==> config.mk <==
export PLATFORM = sky130hd
export DESIGN_NAME = adc_capture_top
export DESIGN_NICKNAME = d
export VERILOG_FILES = /design/src/rtl/adc_pkg.sv /design/src/rtl/adc_capture_top.sv /design/src/rtl/adc_frame_buffer.sv /design/src/rtl/adc_sample_deser.sv /design/src/rtl/adc_status_capture.sv
export SDC_FILE = /design/constraint.sdc
export NUM_CORES = 1
export LEC_CHECK = 0
export BUFFER_PORTS_ARGS = -buffer_cell sky130_fd_sc_hd__buf_2
export CAP_MARGIN = 20
export CORE_AREA = 2 2 345 347
export DETAILED_ROUTE_END_ITERATION = 16
export DIE_AREA = 0 0 347 349
export SLEW_MARGIN = 10
export SYNTH_ARGS = -nofsm -noshare
export SYNTH_HDL_FRONTEND = slang
export SYNTH_HIERARCHICAL = 1
export SYNTH_SLANG_ARGS = --single-unit
==> constraint.sdc <==
create_clock -name adc_clk -period 11.6 [get_ports adc_clk]
set_clock_uncertainty 0.1 [all_clocks]
set_input_delay 1.16 -clock adc_clk [delete_from_list [all_inputs] [get_ports adc_clk]]
set_output_delay 1.16 -clock adc_clk [all_outputs]
set_load 0.05 [all_outputs]
==> src/rtl/adc_pkg.sv <==
/*
 * ADC capture package
 * sample and lane word widths, frame buffer sizing, credit count
 * and the deserializer state encoding, shared by the capture path
 */

package adc_pkg;

  // ------------------------------------------------
  // sample and word geometry
  // ------------------------------------------------
  localparam int SAMPLE_W     = 8;  // bits per adc sample
  localparam int DESER_FACTOR = 4;  // samples per lane per word, also sync bits per frame
  localparam int NUM_LANES    = 4;  // i, i delayed, q, q delayed
  localparam int OVR_GROUPS   = 2;  // one over-range bit per half word
  localparam int SLOT_W       = $clog2(DESER_FACTOR);

  // ------------------------------------------------
  // frame buffer sizing
  // ------------------------------------------------
  localparam int FIFO_DEPTH  = 8;  // frames held
  localparam int CREDIT_INIT = 4;  // receiver slots, credits after reset
  localparam int PTR_W       = $clog2(FIFO_DEPTH);
  localparam int CNT_W       = $clog2(FIFO_DEPTH + 1);  // fill level incl. full
  localparam int CREDIT_W    = $clog2(CREDIT_INIT + 1);

  // four lane words plus sync and over-range status, 134 bits
  localparam int FRAME_W = NUM_LANES * DESER_FACTOR * SAMPLE_W + DESER_FACTOR + OVR_GROUPS;

  // ------------------------------------------------
  // types
  // ------------------------------------------------
  typedef logic [SAMPLE_W-1:0] sample_t;

  // slot 0 sits in the low byte
  typedef logic [DESER_FACTOR*SAMPLE_W-1:0] lane_word_t;

  typedef enum logic [0:0] {
    DESER_ALIGN = 1'b0,  // waiting for first sync
    DESER_RUN   = 1'b1   // framing words
  } deser_state_t;

endpackage

==> src/rtl/adc_capture_top.sv <==
/*
 * ADC capture top level
 * sample deserializer and status capture side by side, both feeding
 * the credit-controlled frame buffer
 */
`timescale 1ns/10ps

module adc_capture_top (
  input  logic                             adc_clk,
  input  logic                             dcm_reset,
  input  adc_pkg::sample_t                 adc_di,
  input  adc_pkg::sample_t                 adc_di_d,
  input  adc_pkg::sample_t                 adc_dq,
  input  adc_pkg::sample_t                 adc_dq_d,
  input  logic                             adc_sync,
  input  logic                             adc_overrange,
  input  logic                             user_credit,
  output adc_pkg::lane_word_t              user_i,
  output adc_pkg::lane_word_t              user_i_d,
  output adc_pkg::lane_word_t              user_q,
  output adc_pkg::lane_word_t              user_q_d,
  output logic [adc_pkg::DESER_FACTOR-1:0] user_sync,
  output logic [adc_pkg::OVR_GROUPS-1:0]   user_overrange,
  output logic                             user_data_valid,
  output logic                             user_overflow
);
  import adc_pkg::*;

  // ------------------------------------------------
  // internal wiring
  // ------------------------------------------------
  lane_word_t              i_word;
  lane_word_t              i_d_word;
  lane_word_t              q_word;
  lane_word_t              q_d_word;
  logic                    word_valid;
  logic                    slot_last;  // closes the status group
  logic [DESER_FACTOR-1:0] sync_bits;
  logic [OVR_GROUPS-1:0]   ovr_bits;

  adc_sample_deser u_sample_deser (
    .adc_clk    (adc_clk),
    .dcm_reset  (dcm_reset),
    .adc_di     (adc_di),
    .adc_di_d   (adc_di_d),
    .adc_dq     (adc_dq),
    .adc_dq_d   (adc_dq_d),
    .adc_sync   (adc_sync),
    .i_word     (i_word),
    .i_d_word   (i_d_word),
    .q_word     (q_word),
    .q_d_word   (q_d_word),
    .word_valid (word_valid),
    .slot_last  (slot_last)
  );

  adc_status_capture u_status_capture (
    .adc_clk       (adc_clk),
    .dcm_reset     (dcm_reset),
    .adc_sync      (adc_sync),
    .adc_overrange (adc_overrange),
    .slot_last     (slot_last),
    .sync_bits     (sync_bits),
    .ovr_bits      (ovr_bits)
  );

  adc_frame_buffer u_frame_buffer (
    .adc_clk         (adc_clk),
    .dcm_reset       (dcm_reset),
    .i_word          (i_word),
    .i_d_word        (i_d_word),
    .q_word          (q_word),
    .q_d_word        (q_d_word),
    .sync_bits       (sync_bits),
    .ovr_bits        (ovr_bits),
    .word_valid      (word_valid),
    .user_credit     (user_credit),
    .user_i          (user_i),
    .user_i_d        (user_i_d),
    .user_q          (user_q),
    .user_q_d        (user_q_d),
    .user_sync       (user_sync),
    .user_overrange  (user_overrange),
    .user_data_valid (user_data_valid),
    .user_overflow   (user_overflow)
  );

endmodule

==> src/rtl/adc_frame_buffer.sv <==
/*
 * ADC frame buffer
 * packs lane words and status into one frame, queues frames in a
 * small circular FIFO and hands them out under credit flow control.
 * Frames arriving at a full FIFO are dropped and flagged
 */
`timescale 1ns/10ps

module adc_frame_buffer (
  input  logic                             adc_clk,
  input  logic                             dcm_reset,
  input  adc_pkg::lane_word_t              i_word,
  input  adc_pkg::lane_word_t              i_d_word,
  input  adc_pkg::lane_word_t              q_word,
  input  adc_pkg::lane_word_t              q_d_word,
  input  logic [adc_pkg::DESER_FACTOR-1:0] sync_bits,
  input  logic [adc_pkg::OVR_GROUPS-1:0]   ovr_bits,
  input  logic                             word_valid,
  input  logic                             user_credit,
  output adc_pkg::lane_word_t              user_i,
  output adc_pkg::lane_word_t              user_i_d,
  output adc_pkg::lane_word_t              user_q,
  output adc_pkg::lane_word_t              user_q_d,
  output logic [adc_pkg::DESER_FACTOR-1:0] user_sync,
  output logic [adc_pkg::OVR_GROUPS-1:0]   user_overrange,
  output logic                             user_data_valid,
  output logic                             user_overflow
);
  import adc_pkg::*;

  localparam logic [CNT_W-1:0]    FULL_CNT   = CNT_W'(FIFO_DEPTH);
  localparam logic [CREDIT_W-1:0] CREDIT_MAX = CREDIT_W'(CREDIT_INIT);

  logic [FRAME_W-1:0]  frame_in;
  logic [FRAME_W-1:0]  frame_q;   // output frame register
  logic [FRAME_W-1:0]  mem [FIFO_DEPTH];
  logic [PTR_W-1:0]    wr_ptr;
  logic [PTR_W-1:0]    rd_ptr;
  logic [CNT_W-1:0]    fill_cnt;
  logic [CREDIT_W-1:0] credits;
  logic [CREDIT_W-1:0] credits_left;  // after this cycle's frame
  logic                fifo_empty;
  logic                fifo_full;
  logic                have_credit;
  logic                pop;
  logic                bypass;
  logic                push;
  logic                drop;
  logic                send;

  // status bits on top of the four lane words
  assign frame_in = {sync_bits, ovr_bits, q_word, q_d_word, i_word, i_d_word};

  // ------------------------------------------------
  // flow decisions
  // ------------------------------------------------
  assign fifo_empty  = (fill_cnt == '0);
  assign fifo_full   = (fill_cnt == FULL_CNT);
  assign have_credit = (credits != '0);
  assign pop         = !fifo_empty && have_credit;
  assign bypass      = fifo_empty && have_credit && word_valid;  // straight to output
  assign push        = word_valid && !bypass && !fifo_full;
  assign drop        = word_valid && fifo_full;  // a full fifo drops even while popping
  assign send        = pop || bypass;
  assign credits_left = credits - CREDIT_W'(send);

  // frame storage and output register
  always_ff @(posedge adc_clk) begin
    if (push) begin
      mem[wr_ptr] <= frame_in;
    end
    if (send) begin
      frame_q <= pop ? mem[rd_ptr] : frame_in;  // oldest first
    end
  end

  // ------------------------------------------------
  // pointers, fill level, credits
  // ------------------------------------------------
  always_ff @(posedge adc_clk) begin
    if (dcm_reset) begin
      wr_ptr          <= '0;
      rd_ptr          <= '0;
      fill_cnt        <= '0;
      credits         <= CREDIT_MAX;
      user_data_valid <= 1'b0;
      user_overflow   <= 1'b0;
    end else begin
      user_data_valid <= send;  // one cycle per frame
      if (push) begin
        wr_ptr <= wr_ptr + 1'b1;  // depth is a power of two
      end
      if (pop) begin
        rd_ptr <= rd_ptr + 1'b1;
      end
      if (push && !pop) begin
        fill_cnt <= fill_cnt + 1'b1;
      end else if (pop && !push) begin
        fill_cnt <= fill_cnt - 1'b1;
      end
      if (drop) begin
        user_overflow <= 1'b1;  // sticky until reset
      end
      // returned credit beyond the receiver's slots is ignored
      if (user_credit && (credits_left != CREDIT_MAX)) begin
        credits <= credits_left + 1'b1;
      end else begin
        credits <= credits_left;
      end
    end
  end

  assign {user_sync, user_overrange, user_q, user_q_d, user_i, user_i_d} = frame_q;

endmodule

==> src/rtl/adc_sample_deser.sv <==
/*
 * ADC sample deserializer
 * collects the four sample lanes 1:4 into lane words, with the word
 * boundary locked to the first sync pulse after reset
 */
`timescale 1ns/10ps

module adc_sample_deser (
  input  logic                adc_clk,
  input  logic                dcm_reset,
  input  adc_pkg::sample_t    adc_di,
  input  adc_pkg::sample_t    adc_di_d,
  input  adc_pkg::sample_t    adc_dq,
  input  adc_pkg::sample_t    adc_dq_d,
  input  logic                adc_sync,
  output adc_pkg::lane_word_t i_word,
  output adc_pkg::lane_word_t i_d_word,
  output adc_pkg::lane_word_t q_word,
  output adc_pkg::lane_word_t q_d_word,
  output logic                word_valid,
  output logic                slot_last
);
  import adc_pkg::*;

  localparam int PART_W = (DESER_FACTOR - 1) * SAMPLE_W;  // slots 0..2 in flight
  localparam logic [SLOT_W-1:0] LAST_SLOT = SLOT_W'(DESER_FACTOR - 1);

  deser_state_t      state;
  logic [SLOT_W-1:0] slot_cnt;   // slot of the next sample
  sample_t           lane_in   [NUM_LANES];
  logic [PART_W-1:0] part_sr   [NUM_LANES];
  lane_word_t        lane_word [NUM_LANES];

  // lane order i, i_d, q, q_d
  assign lane_in[0] = adc_di;
  assign lane_in[1] = adc_di_d;
  assign lane_in[2] = adc_dq;
  assign lane_in[3] = adc_dq_d;

  // ------------------------------------------------
  // alignment and slot counting
  // ------------------------------------------------
  always_ff @(posedge adc_clk) begin
    if (dcm_reset) begin
      state      <= DESER_ALIGN;
      slot_cnt   <= '0;
      word_valid <= 1'b0;
    end else begin
      word_valid <= 1'b0;  // strobe
      case (state)
        DESER_ALIGN: begin
          // sample under sync is slot 0, next one is slot 1
          if (adc_sync) begin
            state    <= DESER_RUN;
            slot_cnt <= SLOT_W'(1);
          end
        end
        default: begin
          slot_cnt <= slot_cnt + 1'b1;  // wraps 3 -> 0
          if (slot_cnt == LAST_SLOT) begin
            word_valid <= 1'b1;  // word complete at this edge
          end
        end
      endcase
    end
  end

  // slot-3 sample is being taken this cycle
  assign slot_last = (state == DESER_RUN) && (slot_cnt == LAST_SLOT);

  // ------------------------------------------------
  // lane shift registers
  // ------------------------------------------------
  always_ff @(posedge adc_clk) begin
    for (int ln = 0; ln < NUM_LANES; ln++) begin
      // newest sample enters at the top, slot 0 ends up lowest
      part_sr[ln] <= {lane_in[ln], part_sr[ln][PART_W-1:SAMPLE_W]};
      if (slot_last) begin
        lane_word[ln] <= {lane_in[ln], part_sr[ln]};  // held until next word
      end
    end
  end

  assign i_word   = lane_word[0];
  assign i_d_word = lane_word[1];
  assign q_word   = lane_word[2];
  assign q_d_word = lane_word[3];

endmodule

==> src/rtl/adc_status_capture.sv <==
/*
 * ADC status capture
 * per-slot sync bits and half-word over-range flags, closed on the
 * slot-3 sample and held for the frame buffer
 */
`timescale 1ns/10ps

module adc_status_capture (
  input  logic                             adc_clk,
  input  logic                             dcm_reset,
  input  logic                             adc_sync,
  input  logic                             adc_overrange,
  input  logic                             slot_last,
  output logic [adc_pkg::DESER_FACTOR-1:0] sync_bits,
  output logic [adc_pkg::OVR_GROUPS-1:0]   ovr_bits
);
  import adc_pkg::*;

  localparam int HIST_W = DESER_FACTOR - 1;  // slots before the last one

  logic [HIST_W-1:0] sync_hist;  // bit j = slot j of the open word
  logic [HIST_W-1:0] ovr_hist;

  always_ff @(posedge adc_clk) begin
    if (dcm_reset) begin
      sync_hist <= '0;
      ovr_hist  <= '0;
      sync_bits <= '0;
      ovr_bits  <= '0;
    end else begin
      sync_hist <= {adc_sync, sync_hist[HIST_W-1:1]};
      ovr_hist  <= {adc_overrange, ovr_hist[HIST_W-1:1]};
      // close the word on the slot-3 sample
      if (slot_last) begin
        sync_bits <= {adc_sync, sync_hist};
        // upper half is slots 2,3, lower half slots 0,1
        ovr_bits  <= {adc_overrange | ovr_hist[2], ovr_hist[1] | ovr_hist[0]};
      end
    end
  end

endmodule

==> run metrics, run 1 <==
Slew Limit Fails=0; fin crit period=4246 ps; slowest stage cell, crit path=nor2_4; Syn Nets=~2400; worst rel slew slack=between 30% and 40%; CP Class=reg -> reg; Worst-Margin Slew=around 1000 ps; EDFF count, synth=1334; WL final=107.6 mm; Iter 0 DRT Violations=roughly 1900; register area=around 43000 sq um; setup bufs post-CTS=0; Worst-path clk slew=60 ps; Chip Height=349 um; grt met2 use=a little under a third; Placer Congestion=approximately 0.69; ratio of final minimum period to clock period=a little over a third; Worst Hold Depth=0; max incr delay on CP=slightly below 800 ps; M3 GR Usage=~3.0%; launching element type of the critical path=flip-flop; die width=between 300 and 400 um; area of the core=approximately 120000 sq um; Cells after Synth=around 2400; vias in the first global route=around 24000; ys flop type=edfxtp_1; Area growth syn-to-layout=14.32%; reg2reg start=u_frame_buffer/credits[1]$_SDFF_PP0_; Final Core Density=about half; total track usage=about 18%; Residual DRC=0; RSZ-0062 raised after global routing=false; Reg2Reg Depth=6; Max Freq=approximately 240 MHz; total die area=between 100000 and 150000 sq um; outcome=complete, no violations; Leakage=between 0.015 and 0.02 uW; mapped cell area=between 50000 and 60000 sq um; Root Buffer=clkbuf_16; largest net degree at the start of global routing=around 170; total gr overflow=0; Power Dens Cells=244.0 nW/um^2; share of flip-flops with an asynchronous set or reset=0%; Syn Area/Cell=22.29 sq um; number of port buffers=between 150 and 200; worst skew pair latency=around 730 ps; Final Hold Viols=0; Worst Setup End Kind=flip-flop; clk buf depth=3; post-synthesis register bit count=1464; CP most frequent cell=buf_4; post-CTS sizing=0; Clock Sinks=~1500; vias=23131; Worst Hold Endpoint=u_sample_deser/part_sr[3][15]$_DFF_P_; WL per Instance=approximately 25 um; reg2reg end=u_frame_buffer/mem[7][14]$_DFFE_PP_; # hold bufs at CTS=0; WP data required=approximately 12000 ps; Ant. Diodes=0; Initial Utilization=between 40% and 50%; Pre-antenna DRT Iters=4; r2r setup slk=between 7000 and 8000 ps; DR vias/cell=about 5.4; CTS tree=done; area taken by multi-input logic gates=slightly above 9000 sq um; setup TNS=0 ps; CTS Buf Count=around 150; Final nets=~2700; Fillers=roughly 9100; GR Util met1=24.39%; Cell variety after synth=43; share of layout cells above drive strength 1=26.60%; Hold Path Class=reg -> reg; Post-DRT Antenna Nets=0; worst-path cell chain=or3_1 -> o21ai_0 -> nand2_1 -> nor2_4 -> buf_4 -> buf_4; Crit Path Max Fanout=46; site row count=roughly 130; first-pass GRT wire length=around 160 mm; number of max-cap violations=0; worst vdd ir=264.5 uV; arrival time worst endpoint=4490 ps; dpl hpwl=about 53 mm; H-tree depth=4; io pins=173; yosys warns=6; sequential fraction of the synthesis area=approximately four fifths; Hold Crit Start=u_sample_deser/part_sr[3][23]$_DFF_P_; Setup Viol. Count Final=0; busiest grt layer=met2; antenna violations before repair=2
[cells in the mapped netlist, types with 2 or more instances]
master	count	area [sq um]
a211oi_1	2	15.01
a211oi_2	2	25.02
a21oi_1	6	30.03
a31oi_1	2	12.51
buf_1	22	82.58
buf_2	30	150.1
buf_4	17	127.6
buf_6	12	135.1
clkbuf_1	29	108.9
dfxtp_1	130	2603
edfxtp_1	1334	40060
ha_1	10	125.1
inv_1	6	22.52
mux2i_1	140	1401
mux4_2	268	6036
nand2_1	140	525.5
nand3_1	3	15.01
nor2_1	28	105.1
nor2_2	2	12.51
nor2b_1	9	56.30
nor3_1	4	20.02
o211ai_1	2	15.01
o21ai_0	86	430.4
o21ai_1	50	250.2
xnor2_1	3	26.28
xor2_1	5	43.79
[cells by family (layout without fill, tap and decap cells)]
group                      after synthesis  in the layout  share of synthesized area, %
buffers and inverters                  118            496                         1.230
adders and majority gates               11             11                        0.2760
muxes                                  409            409                         14.16
AOI/OAI and AO/OA                      154            154                         1.554
DFF                                   1464           1464                         81.12
and+or+nand+nor                        195            195                         1.527
xor gates and xnor gates                 8              8                        0.1332
[layer usage]
layer  vias up  share of wire (%)
met1     12311                 43
li1      10136                  -
met3       143                4.3
met2       541                 51
met5         -                  0
met4         0                1.7
[cells in the final DEF, fill, tap and decap left out, types with 3 or more instances in the layout]
| master | count |
|---|---|
| o21ai_0 | 86 |
| nand3_1 | 3 |
| clkinv_2 | 32 |
| clkinvlp_4 | 7 |
| buf_4 | 33 |
| dfxtp_4 | 3 |
| clkbuf_16 | 152 |
| clkbuf_8 | 12 |
| dfxtp_1 | 127 |
| a21oi_1 | 6 |
| inv_6 | 7 |
| buf_2 | 172 |
| clkinv_1 | 12 |
| mux4_2 | 268 |
| clkbuf_1 | 39 |
| xor2_1 | 5 |
| nand2_1 | 140 |
| mux2i_1 | 140 |
| buf_16 | 3 |
| bufinv_16 | 13 |
| edfxtp_1 | 1334 |
| inv_1 | 6 |
| nor2_1 | 22 |
| ha_1 | 10 |
| xnor2_1 | 3 |
| nor2_4 | 6 |
| o21ai_1 | 50 |
| nor2b_1 | 9 |
| buf_12 | 4 |
[flip-flops by register name (all words and copies together), names as in the netlist, 3 cells and up, named ones only]
register                    count
u_sample_deser/part_sr         96
u_status_capture/sync_bits      4
u_frame_buffer/frame_q        134
u_status_capture/ovr_hist       3
u_frame_buffer/mem           1072
u_sample_deser/lane_word      128
u_frame_buffer/credits          3
u_frame_buffer/rd_ptr           3
u_frame_buffer/fill_cnt         4
u_frame_buffer/wr_ptr           3
u_status_capture/sync_hist      3
[critical path: cells and delay by family (launching register included)]
kind	cells	cell delay, ps
flip-flops	1	320
buffers and inverters	2	1460
AO/OA/AOI/OAI	1	370
AND/OR/NAND/NOR	3	1540
[stage by stage]
step / power [uW] / instance area, sq um / instances / setup WS [ps] / hold slack (ps)
2_1_floorplan: 9199 / 52590 / 2359 / 436.8 / 226.5
3_3_place_gp: 10080 / 55160 / 3993 / 7305 / 234.8
3_5_place_dp: 10110 / 55160 / 3993 / 7356 / 232.2
4_1_cts: 14860 / 60040 / 4270 / 7311 / 242.2
5_1_grt: 15290 / 60120 / 4273 / 7154 / 234.7
6_report: 14670 / 60120 / 4273 / 7354 / 250.6
[power breakdown]
part,internal (uW),total (uW),switching (uW)
logic,1170,3500,2330
registers,6200,6430,232
clock network,2790,4740,1950
total,10200,14700,4510
[worst max-delay path by stage]
stage	from	to	slack, ps	depth (start not counted)
global route	u_frame_buffer/credits[1]$_SDFF_PP0_	u_frame_buffer/mem[7][14]$_DFFE_PP_	7150	6
CTS	u_frame_buffer/credits[1]$_SDFF_PP0_	u_frame_buffer/mem[7][11]$_DFFE_PP_	7310	6
finish	u_frame_buffer/credits[1]$_SDFF_PP0_	u_frame_buffer/mem[7][14]$_DFFE_PP_	7350	6
global placement	u_frame_buffer/credits[1]$_SDFF_PP0_	u_frame_buffer/mem[7][1]$_DFFE_PP_	7310	6
detailed placement	u_frame_buffer/credits[1]$_SDFF_PP0_	u_frame_buffer/mem[7][1]$_DFFE_PP_	7360	6
floorplan	u_frame_buffer/credits[1]$_SDFF_PP0_	u_frame_buffer/mem[3][0]$_DFFE_PP_	440	4
[final cells by class]
| cell class | instances | share of cell area (%) |
|---|---|---|
| well taps | 1536 | 3.197 |
| flip-flops and latches | 1464 | 70.98 |
| clock inverters | 74 | 1.274 |
| clock buffers | 203 | 6.845 |
| inverters | 7 | 0.05619 |
| multi-input cells | 777 | 15.54 |
| repair buffers | 212 | 2.114 |
No activity file was read; power rests on OpenSTA's default activity.
==> run 2: changes to the inputs <==
Clock period 11.6 ns to 3.7 ns, I/O delays scaled along.
==> run 2 against run 1 <==
Clock power grew to 3.2 times the previous value. Critical endpoint is now u_frame_buffer/fill_cnt[3]$_SDFFE_PP0P_. Fmax is 43% higher. Largest cell class unchanged. Largest power group unchanged. Sequential cell count stayed put. Sequential share of layout area is 1.0 points lower. Total power grew to 3.2 times the previous value. Critical path type unchanged.
==> run metrics, run 2 (same netlist as run 1, synthesis figures left out) <==
largest net degree at the start of global routing=125 (-25%); Reg2Reg Depth=10 (+4); post-CTS sizing=0 (unchanged); Largest regs=u_frame_buffer/mem x1072, u_frame_buffer/frame_q x134, u_sample_deser/lane_word x128; CTS Buf Count=148 (-0.67%); DR vias/cell=5.472 (+1.1%); Slew Limit Fails=0 (unchanged); M3 GR Usage=3.146% (+0.15 points); net switching power=14130 uW (+210%); Pint=32180 uW (+220%); WP data required=4210 ps (-7640 ps); Pre-antenna DRT Iters=5 (+1); Worst Hold Depth=2 (+2); Worst-Margin Slew=906.7 ps (-143.1 ps); CTS tree=done; slowest stage cell, crit path=or3_4; commonest non-fill, non-tap cell in the layout=edfxtp_1; total design power=46310 uW (+220%); Max Freq=338.0 MHz (+43%); CP top delay family=compound AO/OA/AOI/OAI gates; vias=23630 (+2.2%); Largest register FFs=1072 (unchanged); Ant. Diodes=0 (unchanged); Hold Path Class=in -> reg; Final nets=2707 (+1.8%); Clock Sinks=1464 (unchanged); critical path depth=10 (+4); Iter 0 DRT Violations=1998 (+5.7%); Worst-path clk slew=60 ps (about the same); total gr overflow=0 (unchanged); Root Buffer=clkbuf_16; arrival time worst endpoint=3470 ps (-1020 ps); fin crit period=2959 ps (-1287 ps); grt met2 use=30.33% (+0.13 points); Post-DRT Antenna Nets=0 (unchanged); launching element type of the critical path=flip-flop; Worst Hold Endpoint=u_status_capture/ovr_hist[2]$_SDFF_PP0_; vias in the first global route=24950 (+2.1%); die width=347 um (unchanged); area of the core=117500 sq um (unchanged); RSZ-0062 raised after global routing=false; total track usage=18.11% (+0.18 points); Placer Congestion=0.7216 (+4.5%); worst rel slew slack=39.55% (+9.5 points); Initial Utilization=44.78% (unchanged); busiest grt layer=met2; share of layout cells above drive strength 1=26.67% (+0.073 points); Leakage=0.01934 uW (+1.7%); Setup WS pre-CTS=782.4 ps (-6573 ps); Clock power frac=32.5% (+0.2 points); commonest non-fill, non-tap cells in the layout=1334 x edfxtp_1, 268 x mux4_2, 172 x buf_2; H-tree depth=4 (unchanged); Final Hold Viols=0 (unchanged); post-route setup slack=741.0 ps (-6613 ps); setup bufs post-CTS=0 (unchanged); switch share=30.51% (-0.23 points); Seq pwr share=43.8% (about the same); GR Util met1=24.73% (+0.34 points); max incr delay on CP=420 ps (-370 ps); ratio of final minimum period to clock period=79.97% (+43 points); number of max-cap violations=0 (unchanged); WL final=108.9 mm (+1.3%); r2r setup slk=740 ps (-6610 ps); Hold Crit Start=dcm_reset; Buf/Inv on CP=2 (unchanged); total die area=121100 sq um (unchanged); dpl hpwl=55.47 mm (+3.7%); Crit Path Max Fanout=5 (-89%); largest register by flop count=u_frame_buffer/mem; io pins=173 (unchanged); antenna violations before repair=9 (+7); first-pass GRT wire length=161.9 mm (+1.1%); worst-path cell chain=or3_4 -> o21ai_0 -> inv_1 -> ha_1 -> inv_1 -> ha_1 -> a21oi_1 -> a211oi_1 -> a31oi_1 -> mux2_2; WL per Instance=25.23 um (+0.22%); clk buf depth=3 (unchanged); worst skew pair latency=730 ps (about the same); worst vdd ir=662.1 uV (+150%); Chip Height=349 um (unchanged); outcome=complete, no violations; Residual DRC=0 (unchanged); Area growth syn-to-layout=16.02%; reg2reg start=u_frame_buffer/fill_cnt[1]$_SDFFE_PP0P_; Setup Viol. Count Final=0 (unchanged); Comb power frac=23.7% (about the same); reg2reg end=u_frame_buffer/fill_cnt[3]$_SDFFE_PP0P_; CP Class=reg -> reg; Power Dens Cells=758.9 nW/um^2 (+210%); site row count=126 (unchanged); Worst Setup End Kind=flip-flop; number of port buffers=172 (unchanged); # hold bufs at CTS=35 (+35)
-- run 2: cell count changes in the layout (fill, tap and decap cells not counted), sizes merged --
cell,before,now
buf,212,226
dlygate4sd3,0,35
clkbuf,203,206
clkinvlp,7,6
clkinv,45,40
bufinv,13,15
inv,16,13
-- run 2: area by class of cell --
class                      count  area, sq um
multi-input combinational    777         9393
timing repair buffer         261         2017
inverter                       7        33.78
fill                        9086        56430
tap                         1536         1922
clock buffer                 206         4179
clock inverter                67        799.5
sequential                  1464        42670
-- run 2: metal layers --
metal | vias to the layer above | part of all wire (%)
met3 | 155 | 4.7
met5 | - | 0.012
met1 | 12630 | 43
met2 | 606 | 50
met4 | 2 | 1.8
li1 | 10237 | -
-- run 2: power groups by stage --
stage,clock [uW],sequential (uW),combinational (uW)
final,15000,20300,11000
after global routing,16000,20400,11800
after CTS,15400,20400,11200
after global placement,0,20700,11000
after floorplan,0,22900,5940
after detailed placement,0,20700,11100
-- run 2: stage by stage --
| step | instance area, sq um | hold slack, ps | TNS [ps] | cells | utilization [%] |
|---|---|---|---|---|---|
| final | 61020 | 63.07 | 0 | 4318 | 51.95 |
| after global routing | 61020 | 71.24 | 0 | 4318 | 51.95 |
| after CTS | 61020 | 27.45 | 0 | 4318 | 51.95 |
| after detailed placement | 55690 | 233.1 | 0 | 4010 | 47.41 |
| after global placement | 55690 | 233.1 | 0 | 4010 | 47.41 |
| after floorplan | 52690 | 226.5 | -299050 | 2359 | - |
-- run 2: worst max-delay path by stage --
| stage | startpoint | to | slack (ps) |
|---|---|---|---|
| 4_1_cts | u_frame_buffer/fill_cnt[1]$_SDFFE_PP0P_ | u_frame_buffer/fill_cnt[3]$_SDFFE_PP0P_ | 770 |
| 3_5_place_dp | u_frame_buffer/fill_cnt[1]$_SDFFE_PP0P_ | u_frame_buffer/fill_cnt[3]$_SDFFE_PP0P_ | 780 |
| 2_1_floorplan | u_frame_buffer/credits[0]$_SDFF_PP0_ | u_frame_buffer/mem[1][0]$_DFFE_PP_ | -1140 |
| 5_1_grt | u_frame_buffer/fill_cnt[1]$_SDFFE_PP0P_ | u_frame_buffer/fill_cnt[3]$_SDFFE_PP0P_ | 560 |
| 3_3_place_gp | u_frame_buffer/fill_cnt[1]$_SDFFE_PP0P_ | u_frame_buffer/fill_cnt[3]$_SDFFE_PP0P_ | 780 |
| 6_report | u_frame_buffer/fill_cnt[1]$_SDFFE_PP0P_ | u_frame_buffer/fill_cnt[3]$_SDFFE_PP0P_ | 740 |
